`src/design/rtg_video_pkg.sv`:
```
`default_nettype none

package rtg_video_pkg;

  ////////////////////////////////
  // widths
  ////////////////////////////////
  localparam int RGB565_W  = 16;          // one stored rtg pixel
  localparam int CHAN_W    = 8;           // one vga colour channel
  localparam int ADDR_W    = 22;          // word address on memory port

  ////////////////////////////////
  // stream constants
  ////////////////////////////////
  localparam logic [ADDR_W-1:0] BASE_ADDR = '0;   // frame start address
  localparam int PIXEL_DIV = 3;           // clocks per rtg pixel
  localparam int BURST_LEN = 4;           // words per request
  localparam int BUF_DEPTH = 16;          // words in stream buffer
  localparam int OSD_BITS  = 2;           // top bits taken by osd

  // derived values
  localparam int DIV_W = $clog2(PIXEL_DIV);        // divider counter width
  localparam int PTR_W = $clog2(BUF_DEPTH);        // buffer index width
  localparam int CNT_W = PTR_W + 1;                // ptr with wrap bit, word counts
  localparam logic [DIV_W-1:0]  DIV_LAST    = DIV_W'(PIXEL_DIV - 1);
  localparam logic [CNT_W-1:0]  BURST_CNT   = CNT_W'(BURST_LEN);
  localparam logic [CNT_W:0]    FETCH_LIMIT = (CNT_W + 1)'(BUF_DEPTH - BURST_LEN);
  localparam logic [ADDR_W-1:0] ADDR_STEP   = ADDR_W'(BURST_LEN);
  localparam logic [OSD_BITS-1:0] OSD_BLUE_BG = {1'b1, {(OSD_BITS - 1){1'b0}}}; // 10 on blue

  typedef logic [RGB565_W-1:0] pixel_word_t;   // r5 g6 b5

endpackage

`default_nettype wire

```
`src/design/rtg_output_mixer.sv`:
```
`timescale 1ns/1ps
`default_nettype none

module rtg_output_mixer (
  input  logic                              CLK_114,
  input  logic                              rst_n,
  input  logic                              rtg_ena,     // rtg replaces native
  input  logic                              rtg_act,     // inside rtg window
  input  rtg_video_pkg::pixel_word_t        head_word,
  input  logic                              head_valid,
  input  logic [rtg_video_pkg::CHAN_W-1:0]  native_r,
  input  logic [rtg_video_pkg::CHAN_W-1:0]  native_g,
  input  logic [rtg_video_pkg::CHAN_W-1:0]  native_b,
  input  logic                              vs_q,        // vsync from pacer
  input  logic                              hs,
  input  logic                              cs,
  input  logic                              osd_window,
  input  logic                              osd_pixel,
  output logic [rtg_video_pkg::CHAN_W-1:0]  vga_r,
  output logic [rtg_video_pkg::CHAN_W-1:0]  vga_g,
  output logic [rtg_video_pkg::CHAN_W-1:0]  vga_b,
  output logic                              vga_vs,
  output logic                              vga_hs,
  output logic                              vga_cs
);

  localparam int CW = rtg_video_pkg::CHAN_W;
  localparam int OB = rtg_video_pkg::OSD_BITS;

  logic [CW-1:0] rtg_r, rtg_g, rtg_b;   // expanded rtg colour
  logic [CW-1:0] sel_r, sel_g, sel_b;   // after source select
  logic [OB-1:0] osd_rg, osd_b;         // osd top bits

  ////////////////////////////////
  // expand, select, osd colour
  ////////////////////////////////
  always_comb begin
    if (rtg_act && head_valid) begin
      rtg_r = {head_word[15:11], head_word[15:13]};   // 5 -> 8, repeat msbs
      rtg_g = {head_word[10:5], head_word[10:9]};     // 6 -> 8
      rtg_b = {head_word[4:0], head_word[4:2]};
    end else begin
      rtg_r = '0;                                     // black border
      rtg_g = '0;
      rtg_b = '0;
    end
    sel_r  = rtg_ena ? rtg_r : native_r;
    sel_g  = rtg_ena ? rtg_g : native_g;
    sel_b  = rtg_ena ? rtg_b : native_b;
    osd_rg = osd_pixel ? '1 : '0;
    osd_b  = osd_pixel ? '1 : rtg_video_pkg::OSD_BLUE_BG;  // bluish background
  end

  ////////////////////////////////
  // output registers
  ////////////////////////////////
  always_ff @(posedge CLK_114 or negedge rst_n) begin
    if (!rst_n) begin
      vga_r  <= '0;
      vga_g  <= '0;
      vga_b  <= '0;
      vga_vs <= 1'b0;
      vga_hs <= 1'b0;
      vga_cs <= 1'b0;
    end else begin
      // osd shifts the picture down under its own top bits
      vga_r  <= osd_window ? {osd_rg, sel_r[CW-1:OB]} : sel_r;
      vga_g  <= osd_window ? {osd_rg, sel_g[CW-1:OB]} : sel_g;
      vga_b  <= osd_window ? {osd_b, sel_b[CW-1:OB]} : sel_b;
      vga_vs <= vs_q;
      vga_hs <= hs;
      vga_cs <= cs;
    end
  end

endmodule

`default_nettype wire

```
`src/design/rtg_pixel_pacer.sv`:
```
`timescale 1ns/1ps
`default_nettype none

module rtg_pixel_pacer (
  input  logic CLK_114,
  input  logic rst_n,
  input  logic rtg_act,      // rtg window active
  input  logic vs,           // vertical sync from chipset
  output logic pixel_tick,   // one pop per rtg pixel
  output logic frame_start,  // falling vsync edge
  output logic vs_q          // registered vsync
);

  logic [rtg_video_pkg::DIV_W-1:0] div_cnt;   // clocks into current pixel

  ////////////////////////////////
  // pixel divider
  ////////////////////////////////

  // last count of the pixel, gated so a stale count never ticks
  assign pixel_tick = rtg_act && (div_cnt == rtg_video_pkg::DIV_LAST);

  always_ff @(posedge CLK_114 or negedge rst_n) begin
    if (!rst_n) begin
      div_cnt <= '0;
    end else if (!rtg_act || pixel_tick) begin
      div_cnt <= '0;                 // idle outside window, wrap on tick
    end else begin
      div_cnt <= div_cnt + 1'b1;
    end
  end

  ////////////////////////////////
  // frame start
  ////////////////////////////////

  always_ff @(posedge CLK_114 or negedge rst_n) begin
    if (!rst_n) begin
      vs_q <= 1'b0;
    end else begin
      vs_q <= vs;                    // one clock of history
    end
  end

  assign frame_start = vs_q && !vs;  // high then low -> new frame

endmodule

`default_nettype wire

```
`src/design/rtg_stream_buffer.sv`:
```
`timescale 1ns/1ps
`default_nettype none

module rtg_stream_buffer (
  input  logic                              CLK_114,
  input  logic                              rst_n,
  input  logic                              rtg_ena,     // fetch allowed
  input  logic                              pixel_tick,  // pop head
  input  logic                              frame_start, // flush, restart at base
  output logic                              mem_req,     // one-cycle burst request
  output logic [rtg_video_pkg::ADDR_W-1:0]  mem_addr,    // valid with mem_req
  input  logic                              mem_fill,    // one word returned
  input  rtg_video_pkg::pixel_word_t        mem_data,
  output rtg_video_pkg::pixel_word_t        head_word,   // show-ahead head
  output logic                              head_valid,
  output logic                              underrun     // sticky until frame_start
);

  ////////////////////////////////
  // state
  ////////////////////////////////
  rtg_video_pkg::pixel_word_t word_mem [rtg_video_pkg::BUF_DEPTH];  // circular store

  logic [rtg_video_pkg::CNT_W-1:0]  wr_ptr;      // extra msb marks wrap
  logic [rtg_video_pkg::CNT_W-1:0]  rd_ptr;
  logic [rtg_video_pkg::CNT_W-1:0]  count;       // words stored
  logic [rtg_video_pkg::CNT_W-1:0]  owed;        // words still due for this frame
  logic [rtg_video_pkg::CNT_W-1:0]  drop_cnt;    // words due for flushed requests
  logic [rtg_video_pkg::CNT_W-1:0]  req_words;   // burst now on the port
  logic [rtg_video_pkg::CNT_W:0]    pending;     // stored + every word still coming
  logic [rtg_video_pkg::ADDR_W-1:0] fetch_addr;  // next burst address

  logic empty;
  logic pop;
  logic fill_drop;
  logic fill_keep;
  logic issue;

  ////////////////////////////////
  // fetch decision
  ////////////////////////////////
  always_comb begin
    count     = wr_ptr - rd_ptr;
    empty     = (count == '0);
    pop       = pixel_tick && !empty;
    fill_drop = mem_fill && (drop_cnt != '0);   // stale words arrive first
    fill_keep = mem_fill && (drop_cnt == '0);
    req_words = mem_req ? rtg_video_pkg::BURST_CNT : '0;
    pending   = {1'b0, count} + {1'b0, owed} + {1'b0, drop_cnt};
    // room for a whole burst, one request at a time
    issue     = rtg_ena && !mem_req && !frame_start
                && (pending <= rtg_video_pkg::FETCH_LIMIT);
  end

  assign head_word  = word_mem[rd_ptr[rtg_video_pkg::PTR_W-1:0]];
  assign head_valid = !empty;

  ////////////////////////////////
  // control
  ////////////////////////////////
  always_ff @(posedge CLK_114 or negedge rst_n) begin
    if (!rst_n) begin
      mem_req    <= 1'b0;
      fetch_addr <= rtg_video_pkg::BASE_ADDR;
      owed       <= '0;
      drop_cnt   <= '0;
      wr_ptr     <= '0;
      rd_ptr     <= '0;
      underrun   <= 1'b0;
    end else if (frame_start) begin
      mem_req    <= 1'b0;
      fetch_addr <= rtg_video_pkg::BASE_ADDR;
      owed       <= '0;
      // everything still coming is now stale, incl. a burst on the port
      drop_cnt   <= drop_cnt + owed + req_words - {{(rtg_video_pkg::CNT_W - 1){1'b0}}, mem_fill};
      wr_ptr     <= '0;                     // empty buffer
      rd_ptr     <= '0;
      underrun   <= 1'b0;
    end else begin
      mem_req <= issue;
      if (issue) begin
        fetch_addr <= fetch_addr + rtg_video_pkg::ADDR_STEP;
      end
      // burst counted once it has left on the port
      owed     <= owed + req_words - {{(rtg_video_pkg::CNT_W - 1){1'b0}}, fill_keep};
      drop_cnt <= drop_cnt - {{(rtg_video_pkg::CNT_W - 1){1'b0}}, fill_drop};
      if (fill_keep) begin
        wr_ptr <= wr_ptr + 1'b1;
      end
      if (pop) begin
        rd_ptr <= rd_ptr + 1'b1;
      end
      if (pixel_tick && empty) begin
        underrun <= 1'b1;                   // pixel due, nothing stored
      end
    end
  end

  ////////////////////////////////
  // payload
  ////////////////////////////////
  always_ff @(posedge CLK_114) begin
    if (issue) begin
      mem_addr <= fetch_addr;               // held for the request cycle
    end
    if (fill_keep && !frame_start) begin
      word_mem[wr_ptr[rtg_video_pkg::PTR_W-1:0]] <= mem_data;
    end
  end

endmodule

`default_nettype wire

```
`src/design/rtg_video_top.sv`:
```
`timescale 1ns/1ps
`default_nettype none

module rtg_video_top (
  input  logic                              CLK_114,
  input  logic                              rst_n,
  // chipset side
  input  logic                              rtg_ena,
  input  logic                              rtg_act,
  input  logic [rtg_video_pkg::CHAN_W-1:0]  native_r,
  input  logic [rtg_video_pkg::CHAN_W-1:0]  native_g,
  input  logic [rtg_video_pkg::CHAN_W-1:0]  native_b,
  input  logic                              vs,
  input  logic                              hs,
  input  logic                              cs,
  input  logic                              osd_window,
  input  logic                              osd_pixel,
  // memory port
  output logic                              mem_req,
  output logic [rtg_video_pkg::ADDR_W-1:0]  mem_addr,
  input  logic                              mem_fill,
  input  rtg_video_pkg::pixel_word_t        mem_data,
  // vga
  output logic [rtg_video_pkg::CHAN_W-1:0]  vga_r,
  output logic [rtg_video_pkg::CHAN_W-1:0]  vga_g,
  output logic [rtg_video_pkg::CHAN_W-1:0]  vga_b,
  output logic                              vga_vs,
  output logic                              vga_hs,
  output logic                              vga_cs,
  output logic                              underrun
);

  logic                       pixel_tick;   // pacer -> buffer
  logic                       frame_start;
  logic                       vs_q;         // pacer -> mixer
  rtg_video_pkg::pixel_word_t head_word;    // buffer -> mixer
  logic                       head_valid;

  rtg_pixel_pacer pacer_i (
    .CLK_114     (CLK_114),
    .rst_n       (rst_n),
    .rtg_act     (rtg_act),
    .vs          (vs),
    .pixel_tick  (pixel_tick),
    .frame_start (frame_start),
    .vs_q        (vs_q)
  );

  rtg_stream_buffer buffer_i (
    .CLK_114     (CLK_114),
    .rst_n       (rst_n),
    .rtg_ena     (rtg_ena),
    .pixel_tick  (pixel_tick),
    .frame_start (frame_start),
    .mem_req     (mem_req),
    .mem_addr    (mem_addr),
    .mem_fill    (mem_fill),
    .mem_data    (mem_data),
    .head_word   (head_word),
    .head_valid  (head_valid),
    .underrun    (underrun)
  );

  rtg_output_mixer mixer_i (
    .CLK_114     (CLK_114),
    .rst_n       (rst_n),
    .rtg_ena     (rtg_ena),
    .rtg_act     (rtg_act),
    .head_word   (head_word),
    .head_valid  (head_valid),
    .native_r    (native_r),
    .native_g    (native_g),
    .native_b    (native_b),
    .vs_q        (vs_q),
    .hs          (hs),
    .cs          (cs),
    .osd_window  (osd_window),
    .osd_pixel   (osd_pixel),
    .vga_r       (vga_r),
    .vga_g       (vga_g),
    .vga_b       (vga_b),
    .vga_vs      (vga_vs),
    .vga_hs      (vga_hs),
    .vga_cs      (vga_cs)
  );

endmodule

`default_nettype wire

```
`config.mk`:
```
export PLATFORM = sky130hd
export DESIGN_NAME = rtg_video_top
export DESIGN_NICKNAME = d
export VERILOG_FILES = /design/src/design/rtg_video_pkg.sv /design/src/design/rtg_output_mixer.sv /design/src/design/rtg_pixel_pacer.sv /design/src/design/rtg_stream_buffer.sv /design/src/design/rtg_video_top.sv
export SDC_FILE = /design/constraint.sdc
export NUM_CORES = 1
export LEC_CHECK = 0
export BUFFER_PORTS_ARGS = -buffer_cell sky130_fd_sc_hd__buf_4
export CAP_MARGIN = 20
export CORE_UTILIZATION = 35
export DETAILED_ROUTE_END_ITERATION = 8
export MAX_ROUTING_LAYER = met4
export PLACE_DENSITY = 0.59
export SLEW_MARGIN = 20
export SYNTH_ARGS = -nofsm -noshare
export SYNTH_HDL_FRONTEND = slang
export SYNTH_SLANG_ARGS = --single-unit
```
`constraint.sdc`:
```
create_clock -name CLK_114 -period 13.4 [get_ports CLK_114]
set_input_delay 0.67 -clock CLK_114 [delete_from_list [all_inputs] [get_ports CLK_114]]
set_output_delay 0.67 -clock CLK_114 [all_outputs]
set_load 0.005 [all_outputs]
```
-- Word-level counts from Yosys, hierarchy flattened
Memories as Yosys holds them, arrays and structs flattened.
Index checks and enable logic that the tools add are counted.
- register bits: 96
- RAM bits: 256
- bits of input ports: 50
- output and inout bits: 51
- word-level logic and storage cells: 82
- memories: 1
- add/subtract/negate cells: 13
- magnitude comparators: 1
- equal/unequal tests: 1
- mux-type cells: 26
- reductions and logical operators: 24
- memory list (memory ; depth ; width ; read ports ; clocked after Yosys merged registers in ; write ports ; RTL line ; source):
    buffer_i.word_mem ; 16 ; 16 ; 1 ; 0 ; 1 ; rtg_stream_buffer.sv:22 ; rtg_video_pkg::pixel_word_t word_mem [rtg_video_pkg::BUF_DEPTH];
- operators by type and width (kind ; number):
    $mux 8 ; 9
    $mux 22 ; 2
    $mux 5 ; 6
    $add 22x3->22 const B ; 1
    $add 5x5->5 ; 3
    $sub 5x1->5 ; 3
    $logic_and 1x1->1 ; 11
    $add 5x1->5 const B ; 2
    $logic_not 5->1 ; 2
    $reduce_bool 2->1 ; 4
    $add 5x5->6 ; 1
    $add 6x5->6 ; 1
    $le 6x4->1 const B ; 1
    $mux 1 ; 6
    $logic_not 1->1 ; 5
    $reduce_bool 5->1 ; 1
    $sub 5x5->5 ; 1
    $mux 2 ; 2
    $mux 3 ; 1
    $add 2x1->2 const B ; 1
    $eq 2x2->1 const B ; 1
    $logic_or 1x1->1 ; 1

-- Depth between registers and ports, before layout
Gate-level depths: netlist (run 1).
- word-level depth: 7
- mapped depth: 17
- depth with buffers taken out: 16

-- Hierarchy
A second synthesis (run 1) with hierarchy kept.
- cell total of the unflattened synthesis: 849
- area, all modules: 14777.9 um^2
- by module, submodules not included (module ; instances ; cells each ; area an instance (um^2) ; seq. area each (um^2)):
    rtg_stream_buffer ; 1 ; 730 ; 13390.3 ; 9339.0
    rtg_output_mixer ; 1 ; 110 ; 1258.7 ; 675.6
    rtg_pixel_pacer ; 1 ; 9 ; 128.9 ; 75.1

-- Worst setup path after synthesis (run 1)
Ideal clock, no wire load.
- path type: reg2reg
- start point: register buffer_i.rd_ptr[1] in the netlist's numbering
- end point: register buffer_i.mem_addr[10] in the netlist's numbering, enable pin
- library setup time: 0.377 ns
- arrival time: 4.116 ns
- data required time: 13.023 ns
- path slack: 8.907 ns
- stages on the path, launching flop included: 16
- path buffers: 3
- clock period less this slack: 4.493 ns
- cells stage by stage: dfrtp_1 -> buf_2 -> buf_2 -> inv_1 -> ha_1 -> nand2b_1 -> a21oi_1 -> xor2_1 -> clkbuf_1 -> fa_1 -> ha_1 -> xor2_1 -> nor3_1 -> nor4_1 -> nand3_1 -> inv_1
- word-level cells in the longest chain between the ends: 5
- ends and longest elaborated chain (item ; RTL line ; source):
    from (decl) ; rtg_stream_buffer.sv:25 ; logic [rtg_video_pkg::CNT_W-1:0] rd_ptr;
    from (signal assigned) ; rtg_stream_buffer.sv:91 ; rd_ptr <= rd_ptr + 1'b1;
    $sub 5x5->5 ; rtg_stream_buffer.sv:43 ; count = wr_ptr - rd_ptr;
    $add 5x5->6 ; rtg_stream_buffer.sv:49 ; pending = {1'b0, count} + {1'b0, owed} + {1'b0, drop_cnt};
    $add 6x5->6 ; rtg_stream_buffer.sv:49 ;
    $le 6x4->1 ; rtg_stream_buffer.sv:52 ; && (pending <= rtg_video_pkg::FETCH_LIMIT);
    $logic_and 1x1->1 ; rtg_stream_buffer.sv:52 ;
    net buffer_i.issue ; rtg_stream_buffer.sv:37 ; logic issue;
    to (signal assigned) ; rtg_stream_buffer.sv:104 ; mem_addr <= fetch_addr;
    to (decl) ; rtg_stream_buffer.sv:11 ; output logic [rtg_video_pkg::ADDR_W-1:0] mem_addr,
The timed path passes the listed nets, and every way through them passes these cells.
A chain may end at the register's enable or synchronous reset.

-- Final worst setup path (run 1)
- start point: register buffer_i.rd_ptr[1] in the netlist's numbering
- end point: register buffer_i.mem_addr[12] in the netlist's numbering, enable pin
Same word-level chain as after synthesis.

==> reports/metrics.csv, run 1 <==
stage;metric;value;unit
synthesis;async set-reset flop share out of synthesis;0.2069;
cells_and_area;footprint of the multi-input gates;4478;sq um
die;die area;43460;sq um
cts;number of buffers added by the clock tree synthesis step;37;
cells_and_area;sequential cell area;10090;sq um
die;die outline height;208.5;microns
cells_and_area;Non-Filler Cell Area, Final;17480;sq um
cts;CTS resizes;0;
worst_setup_path;crit path capture type;register;
synthesis;Yosys top cell area share;0.5555;
sta;Setup TNS;0;ns
die;num ports;101;
cts;Worst-Skew Late Latency;0.55;ns
cts;clock sink count;348;
synthesis;leading post-synthesis cells by cell area;edfxtp_1, dfrtp_1, mux4_2;
cts;maximum level of the CTS H-tree;2;
synthesis;number of synthesized register bits;348;
worst_setup_path;data arrival time of the critical path;5.64;ns
global_routing;GR Overflow Total;0;
cells_and_area;most common cell after layout, fill and taps aside;edfxtp_1;
detailed_routing;sum of routed wire length over all layers;33380;microns
synthesis;sequential area share after synthesis;0.6763;
sta;unrepaired setup endpoints after global routing;no;
die;x dimension of the die;208.5;microns
cells_and_area;Area growth, synth to finish;17.19;%
detailed_routing;routed vias;8353;
sta;Setup-failing EPs final;0;
synthesis;Avg Synthesized Cell Area;16.22;sq um
detailed_routing;First DRT Iteration DRCs;624;
outcome;status;finished, final reports clean;
cts;buffer cell driving the clock tree root;clkbuf_16;
cts;Clock transition at path regs;0.06;ns
placed_design;routability-driven placement congestion ratio;0.8080;
synthesis;Top FF cell, synth;edfxtp_1;
cts;total setup buffers inserted after CTS;0;
placed_design;cell area after placement;16310;sq um
worst_setup_path;max incr delay on CP;0.80;ns
global_routing;global-route total usage across every layer;0.1600;
sta;skew final;0.02523;ns
global_routing;global-route wire length before repair;50980;microns
die;# rows;75;
cts;number of buffers between clock root and the deepest sink;3;
detailed_routing;ANT nets after route;0;
placed_design;quantity of I/O buffers inserted on ports;98;
cells_and_area;Final Net Count;1126;
cells_and_area;antenna fix cells;0;
cells_and_area;commonest cells after routing, fill and taps aside;edfxtp_1, buf_4, dfrtp_1;
sta;number of pins exceeding their max-slew limit in the final report;0;
synthesis;Cell Area, Synth;14920;sq um
detailed_routing;first-pass iteration count of the detailed router;5;
worst_setup_path;kind of critical path;reg2reg;
pwr;leakage power;6.263;nW
worst_setup_path;worst-path cell chain;buf_4, inv_1, ha_1, nand2b_1, a21oi_1, xor2_2, fa_1, ha_1, xor2_1, nor3_1, nor4_1, nand3_1, inv_1;
detailed_routing;routed wirelength normalized by instance count;20.88;microns
placed_design;dpl hpwl;21130;microns
global_routing;initial antenna violation count;0;
synthesis;synthesis warning total;0;
synthesis;Gate Count Post-Synth;920;
worst_setup_path;crit path max-delay cell type;xor2_2;
sta;maximum clock frequency;182.3;MHz
flow_run;reported max-cap violation count;0;
pwr;maximum VDD drop;0.0001056;V
die;Core Region;42040;sq um
pwr;power per cell area;169.2;nW/um^2
synthesis;count of flip-flops with a built-in enable after synthesis;276;
sta;Final Critical Period;5.485;ns
cts;TritonCTS clock tree;built;
detailed_routing;detailed-route DRC error count;0;
sta;final hold violation count;0;
worst_setup_path;maximum fanout along the worst path;42;
die;Starting Density;0.3549;
synthesis;library cell occupying the most area in the post-synthesis netlist;edfxtp_1;
worst_setup_path;type of origin of the critical path;register;
worst_setup_path;Required @ worst endpoint;13.56;ns
sta;Worst Max-Slew Pin Slew;0.9878;ns
global_routing;vias in the first global route;8374;
cells_and_area;count of filler cells inserted in the layout;3780;
min_path;hold crit path type;in2async;
worst_setup_path;reg2reg path depth;13;
global_routing;largest net degree at the start of global routing;51;
sta;worst max-slew margin expressed relative to the limit;0.3409;
detailed_routing;number of vias per cell after detailed routing;5.224;
synthesis;Unique masters post-synth;49;
sta;final cycle utilization of the critical path;0.4093;
cells_and_area;layout cells sized above 1;0.2509;
cts;number of hold-repair buffers added at the cts stage;0;
cell type report:
class | count | share of cell area
clock buffer | 44 | 0.05503
clock inverter | 22 | 0.01224
inverter | 37 | 0.007943
multi-input combinational | 486 | 0.2561
sequential | 348 | 0.5773
tap | 539 | 0.03857
timing repair buffer | 123 | 0.05281
kinds of logic after synthesis:
logic type	count (synthesis)	synth area share
flip-flops	348	0.6763
adder cells (fa/ha/maj)	43	0.04109
AND/OR/NAND/NOR	186	0.06575
XOR/XNOR	21	0.01233
other	1	0.0002514
AO/OA/AOI/OAI	122	0.05233
buffers and inverters	87	0.02583
multiplexers	112	0.1261
through the flow:
stage          worst slack, ns  power, mW  instances  utilization  hold WS (ns)
3_3_place_gp             8.025      1.989       1533       0.3879        0.4097
2_1_floorplan            8.907      1.775        921            -        0.3677
4_1_cts                  7.891      2.996       1599       0.4159        0.1195
5_1_grt                  7.407      3.112       1599       0.4159        0.1462
3_5_place_dp             7.908      1.997       1533       0.3879        0.4128
6_report                 7.915      2.959       1599       0.4159        0.1109
state kept, by name, indices dropped and copies added, names as in the netlist, 8 cells and up:
register	flops
buffer_i.word_mem	256
mixer_i.vga_g	8
mixer_i.vga_b	8
buffer_i.mem_addr	20
mixer_i.vga_r	8
buffer_i.fetch_addr	20
final timing paths:
check	start	to	slack, ns
setup reg to reg	buffer_i.rd_ptr[1]	buffer_i.mem_addr[12]	7.92
max in group asynchronous	rst_n	buffer_i.rd_ptr[0]	12.35
hold / removal	rst_n	buffer_i.fetch_addr[9]	0.11
hold reg to reg	pacer_i.div_cnt[0]	pacer_i.div_cnt[0]	0.42
setup / recovery	buffer_i.rd_ptr[1]	buffer_i.mem_addr[12]	7.92
min in group CLK_114	cs	mixer_i.vga_cs	0.24
cells in the mapped netlist (all sizes together) (11+ instances only):
library cell,count
edfxtp,276
dfrtp,72
mux4,60
nand2,55
a21oi,45
mux2i,44
nor2,38
inv,37
ha,33
clkbuf,29
buf,21
nand2b,21
o22ai,21
o211ai,17
nor4,15
a32oi,14
nand3,11
nor3,11
xnor2,11
critical path, delay by kind of cell, from the launching register on:
kind | cells | cell delay, ns
buf+inv | 3 | 1.40
fa+ha+maj | 3 | 1.22
simple gates | 4 | 0.97
xor+xnor | 2 | 0.96
flops | 1 | 0.32
compound gates | 1 | 0.21
power breakdown:
| part | leakage (nW) | internal [mW] | switching [mW] |
|---|---|---|---|
| clock network | 0.573 | 0.575 | 0.421 |
| registers | 3.42 | 1.24 | 0.0466 |
| logic | 2.27 | 0.287 | 0.391 |
metal layers:
layer  share of wire  vias up  wire length [microns]  track usage
li1                -     3795                      -            -
met2            0.47      255                  15520       0.2462
met3           0.062       34                   2057      0.02687
met1            0.46     4269                  15380       0.2214
met4           0.013        0                    425      0.03831
met5               0        -                      0            -
(Power assumes the default switching activity.)
==> run 2: changes to the inputs <==
==> constraint.sdc (replaced) <==
create_clock -name CLK_114 -period 5.35 [get_ports CLK_114]
set_input_delay 0.2675 -clock CLK_114 [delete_from_list [all_inputs] [get_ports CLK_114]]
set_output_delay 0.2675 -clock CLK_114 [all_outputs]
set_load 0.005 [all_outputs]
==> run 2 against run 1 <==
Compared with the run above: global-route usage is 0.085 points higher; cell count is 0.88% higher; count of clock-buffer cells in the layout is 5 higher; sequential share of layout area decreased by 0.45 points; setup slack lost 7.1 ns; first-iteration DRC count grew 16%; design area increased by 0.78%; power increased to 2.5 times the previous value; sequential power rose by 150%; non-clock buffer count is 10 higher; via count about the same; core utilization grew 0.32 points; critical path type unchanged; largest cell class unchanged.
==> reports/metrics.csv, run 2 (synthesized netlist as in run 1, its figures left out) <==
stage;metric;value;unit;change
worst_setup_path;minimum setup slack among reg-to-reg paths;0.80;ns;-7.12 ns
global_routing;global-route total usage across every layer;0.1609;;+0.0008477
cells_and_area;commonest cells after routing, fill and taps aside;edfxtp_1, buf_4, dfrtp_1;;
cts;buffer cell driving the clock tree root;clkbuf_16;;
cells_and_area;count of filler cells inserted in the layout;3801;;+0.56%
global_routing;vias in the first global route;8440;;+0.79%
cells_and_area;sequential cell area;10090;sq um;unchanged
worst_setup_path;max incr delay on CP;0.68;ns;-0.12 ns
worst_setup_path;Reg2Reg Launch Point;buffer_i.wr_ptr[0];;
pwr;leakage power;6.324;nW;+0.98%
cts;TritonCTS clock tree;built;;
worst_setup_path;capture point of the worst reg-to-reg path;buffer_i.mem_addr[11];;
cts;number of buffers added by the clock tree synthesis step;38;;+2.7%
global_routing;GRT met2 Usage;0.2413;;-0.004959
die;Core Region;42040;sq um;unchanged
worst_setup_path;family with the most delay on the worst path;adder cells;;
global_routing;met1 global-route usage;0.2277;;+0.006307
cts;Clock transition at path regs;0.06;ns;about the same
cells_and_area;flip-flop count of the largest register after layout;256;;unchanged
cts;maximum level of the CTS H-tree;2;;unchanged
worst_setup_path;most used cell along the critical path;inv_1;;
global_routing;GR Overflow Total;0;;unchanged
min_path;endpoint with the worst hold slack;pacer_i.div_cnt[1];;
detailed_routing;number of vias per cell after detailed routing;5.183;;-0.78%
die;die outline height;208.5;microns;unchanged
cells_and_area;layout cells sized above 1;0.2505;;-0.0004778
global_routing;initial antenna violation count;0;;unchanged
sta;unrepaired setup endpoints after global routing;no;;
worst_setup_path;kind of critical path;reg2reg;;
worst_setup_path;WP buf/inv;4;;+1
sta;maximum clock frequency;219.7;MHz;+20%
cells_and_area;footprint of the multi-input gates;4483;sq um;+0.11%
outcome;status;finished, final reports clean;;
die;num ports;101;;unchanged
sta;number of pins exceeding their max-slew limit in the final report;0;;unchanged
pwr;overall power of the completed layout;7.492;mW;+150%
worst_setup_path;Worst Setup SP;buffer_i.wr_ptr[0];;
detailed_routing;First DRT Iteration DRCs;724;;+16%
die;x dimension of the die;208.5;microns;unchanged
min_path;source of the worst hold timing path;rtg_act;;
sta;tightest hold margin;0.02415;ns;-0.08675 ns
worst_setup_path;maximum fanout along the worst path;23;;-45%
placed_design;quantity of I/O buffers inserted on ports;98;;unchanged
min_path;hold crit path type;in2reg;;
detailed_routing;routed wirelength normalized by instance count;20.59;microns;-1.4%
worst_setup_path;worst-path cell chain;inv_1, ha_1, inv_1, fa_1, xor2_1, fa_1, inv_1, fa_1, nand2b_1, a21oi_1, xor2_1, nand3_1, inv_1;;
global_routing;largest net degree at the start of global routing;73;;+43%
cells_and_area;most common cell after layout, fill and taps aside;edfxtp_1;;
worst_setup_path;reg2reg path depth;13;;unchanged
die;Starting Density;0.3549;;unchanged
cts;Worst-Skew Late Latency;0.54;ns;about the same
sta;Setup TNS;0;ns;unchanged
sta;final hold violation count;0;;unchanged
pwr;maximum VDD drop;0.0003957;V;+270%
sta;Worst Max-Slew Pin Slew;1.019;ns;+0.03098 ns
cells_and_area;Final Net Count;1137;;+0.98%
placed_design;routability-driven placement congestion ratio;0.8012;;-0.84%
global_routing;global-route met3 utilization;0.02762;;+0.0007547
die;# rows;75;;unchanged
cts;total setup buffers inserted after CTS;0;;unchanged
placed_design;dpl hpwl;21140;microns;about the same
detailed_routing;detailed-route DRC error count;0;;unchanged
worst_setup_path;Required @ worst endpoint;5.50;ns;-8.06 ns
die;die area;43460;sq um;unchanged
sta;worst max-slew margin expressed relative to the limit;0.3183;;-0.02261
cts;clock sink count;348;;unchanged
min_path;count of cells along the worst hold path;3;;
sta;Final Critical Period;4.552;ns;-0.9330 ns
worst_setup_path;crit path capture type;register;;
global_routing;global-route wire length before repair;51790;microns;+1.6%
global_routing;global route hottest layer;met2;;
worst_setup_path;type of origin of the critical path;register;;
worst_setup_path;crit path max-delay cell type;inv_1;;
pwr;power per cell area;425.2;nW/um^2;+150%
flow_run;reported max-cap violation count;0;;unchanged
cts;number of buffers between clock root and the deepest sink;3;;unchanged
detailed_routing;ANT nets after route;0;;unchanged
cells_and_area;Area growth, synth to finish;18.11;%;
worst_setup_path;data arrival time of the critical path;4.70;ns;-0.94 ns
detailed_routing;first-pass iteration count of the detailed router;5;;unchanged
cells_and_area;antenna fix cells;0;;unchanged
detailed_routing;sum of routed wire length over all layers;33220;microns;-0.50%
sta;Setup-failing EPs final;0;;unchanged
detailed_routing;routed vias;8360;;+0.084%
sta;final cycle utilization of the critical path;0.8508;;+0.4415
sta;skew final;0.01828;ns;-0.006959 ns
run 2: changes by cell type in the layout (fill, tap and decap cells not counted), sizes merged:
| cell | before | now |
|---|---|---|
| clkbuf | 44 | 49 |
| inv | 39 | 40 |
| buf | 123 | 127 |
| clkinv | 15 | 14 |
| dlygate4sd3 | 0 | 6 |
| clkinvlp | 2 | 1 |
run 2: worst register-to-register path, stage by stage, from the launching register on:
cell	delay, ns
dfrtp_1	0.43
inv_1	0.13
ha_1	0.17
inv_1	0.06
fa_1	0.46
xor2_1	0.21
fa_1	0.57
inv_1	0.06
fa_1	0.45
nand2b_1	0.16
a21oi_1	0.22
xor2_1	0.35
nand3_1	0.24
inv_1	0.68
run 2: layer usage:
layer	share of wire	wire length, microns	vias up
met4	0.015	493	0
met1	0.48	15790	4257
met5	0	0	-
met3	0.053	1770	48
met2	0.46	15160	241
li1	-	-	3814
run 2: power breakdown:
| group | switching [mW] | total (mW) | internal [mW] |
|---|---|---|---|
| sequential | 0.0880 | 3.19 | 3.10 |
| clock | 1.06 | 2.56 | 1.50 |
| combinational | 1.01 | 1.74 | 0.728 |
| total | 2.16 | 7.49 | 5.33 |
run 2: area by class of cell:
class                      instances  area share
clock inverter                    21     0.01086
clock buffer                      49     0.05801
sequential                       348      0.5728
timing repair buffer             133     0.05773
multi-input combinational        486      0.2544
inverter                          37    0.007882
tap                              539     0.03827
run 2: what timing repair did:
action	in CTS	in global routing
gates resized for setup	0	0
endpoints found under the hold margin	80	0
hold buffers	6	0
endpoints found under the setup margin	0	0
run 2: stage by stage:
stage / instances / util / cell area [sq um] / setup slack (ns)
2_1_floorplan: 921 / - / 14920 / 0.8568
3_3_place_gp: 1537 / 0.3886 / 16340 / 0.8820
3_5_place_dp: 1537 / 0.3886 / 16340 / 0.7457
4_1_cts: 1613 / 0.4189 / 17610 / 0.7401
5_1_grt: 1613 / 0.4191 / 17620 / 0.3413
6_report: 1613 / 0.4191 / 17620 / 0.7984
run 2: how the worst max path moves through the flow:
stage,slack [ns],cells after the start,end
final,0.80,13,buffer_i.mem_addr[11]
after global routing,0.34,14,buffer_i.fetch_addr[3]
after CTS,0.74,13,buffer_i.mem_addr[11]
after detailed placement,0.75,13,buffer_i.mem_addr[19]
after global placement,0.88,13,buffer_i.mem_addr[20]
after floorplan,0.86,15,buffer_i.mem_addr[10]
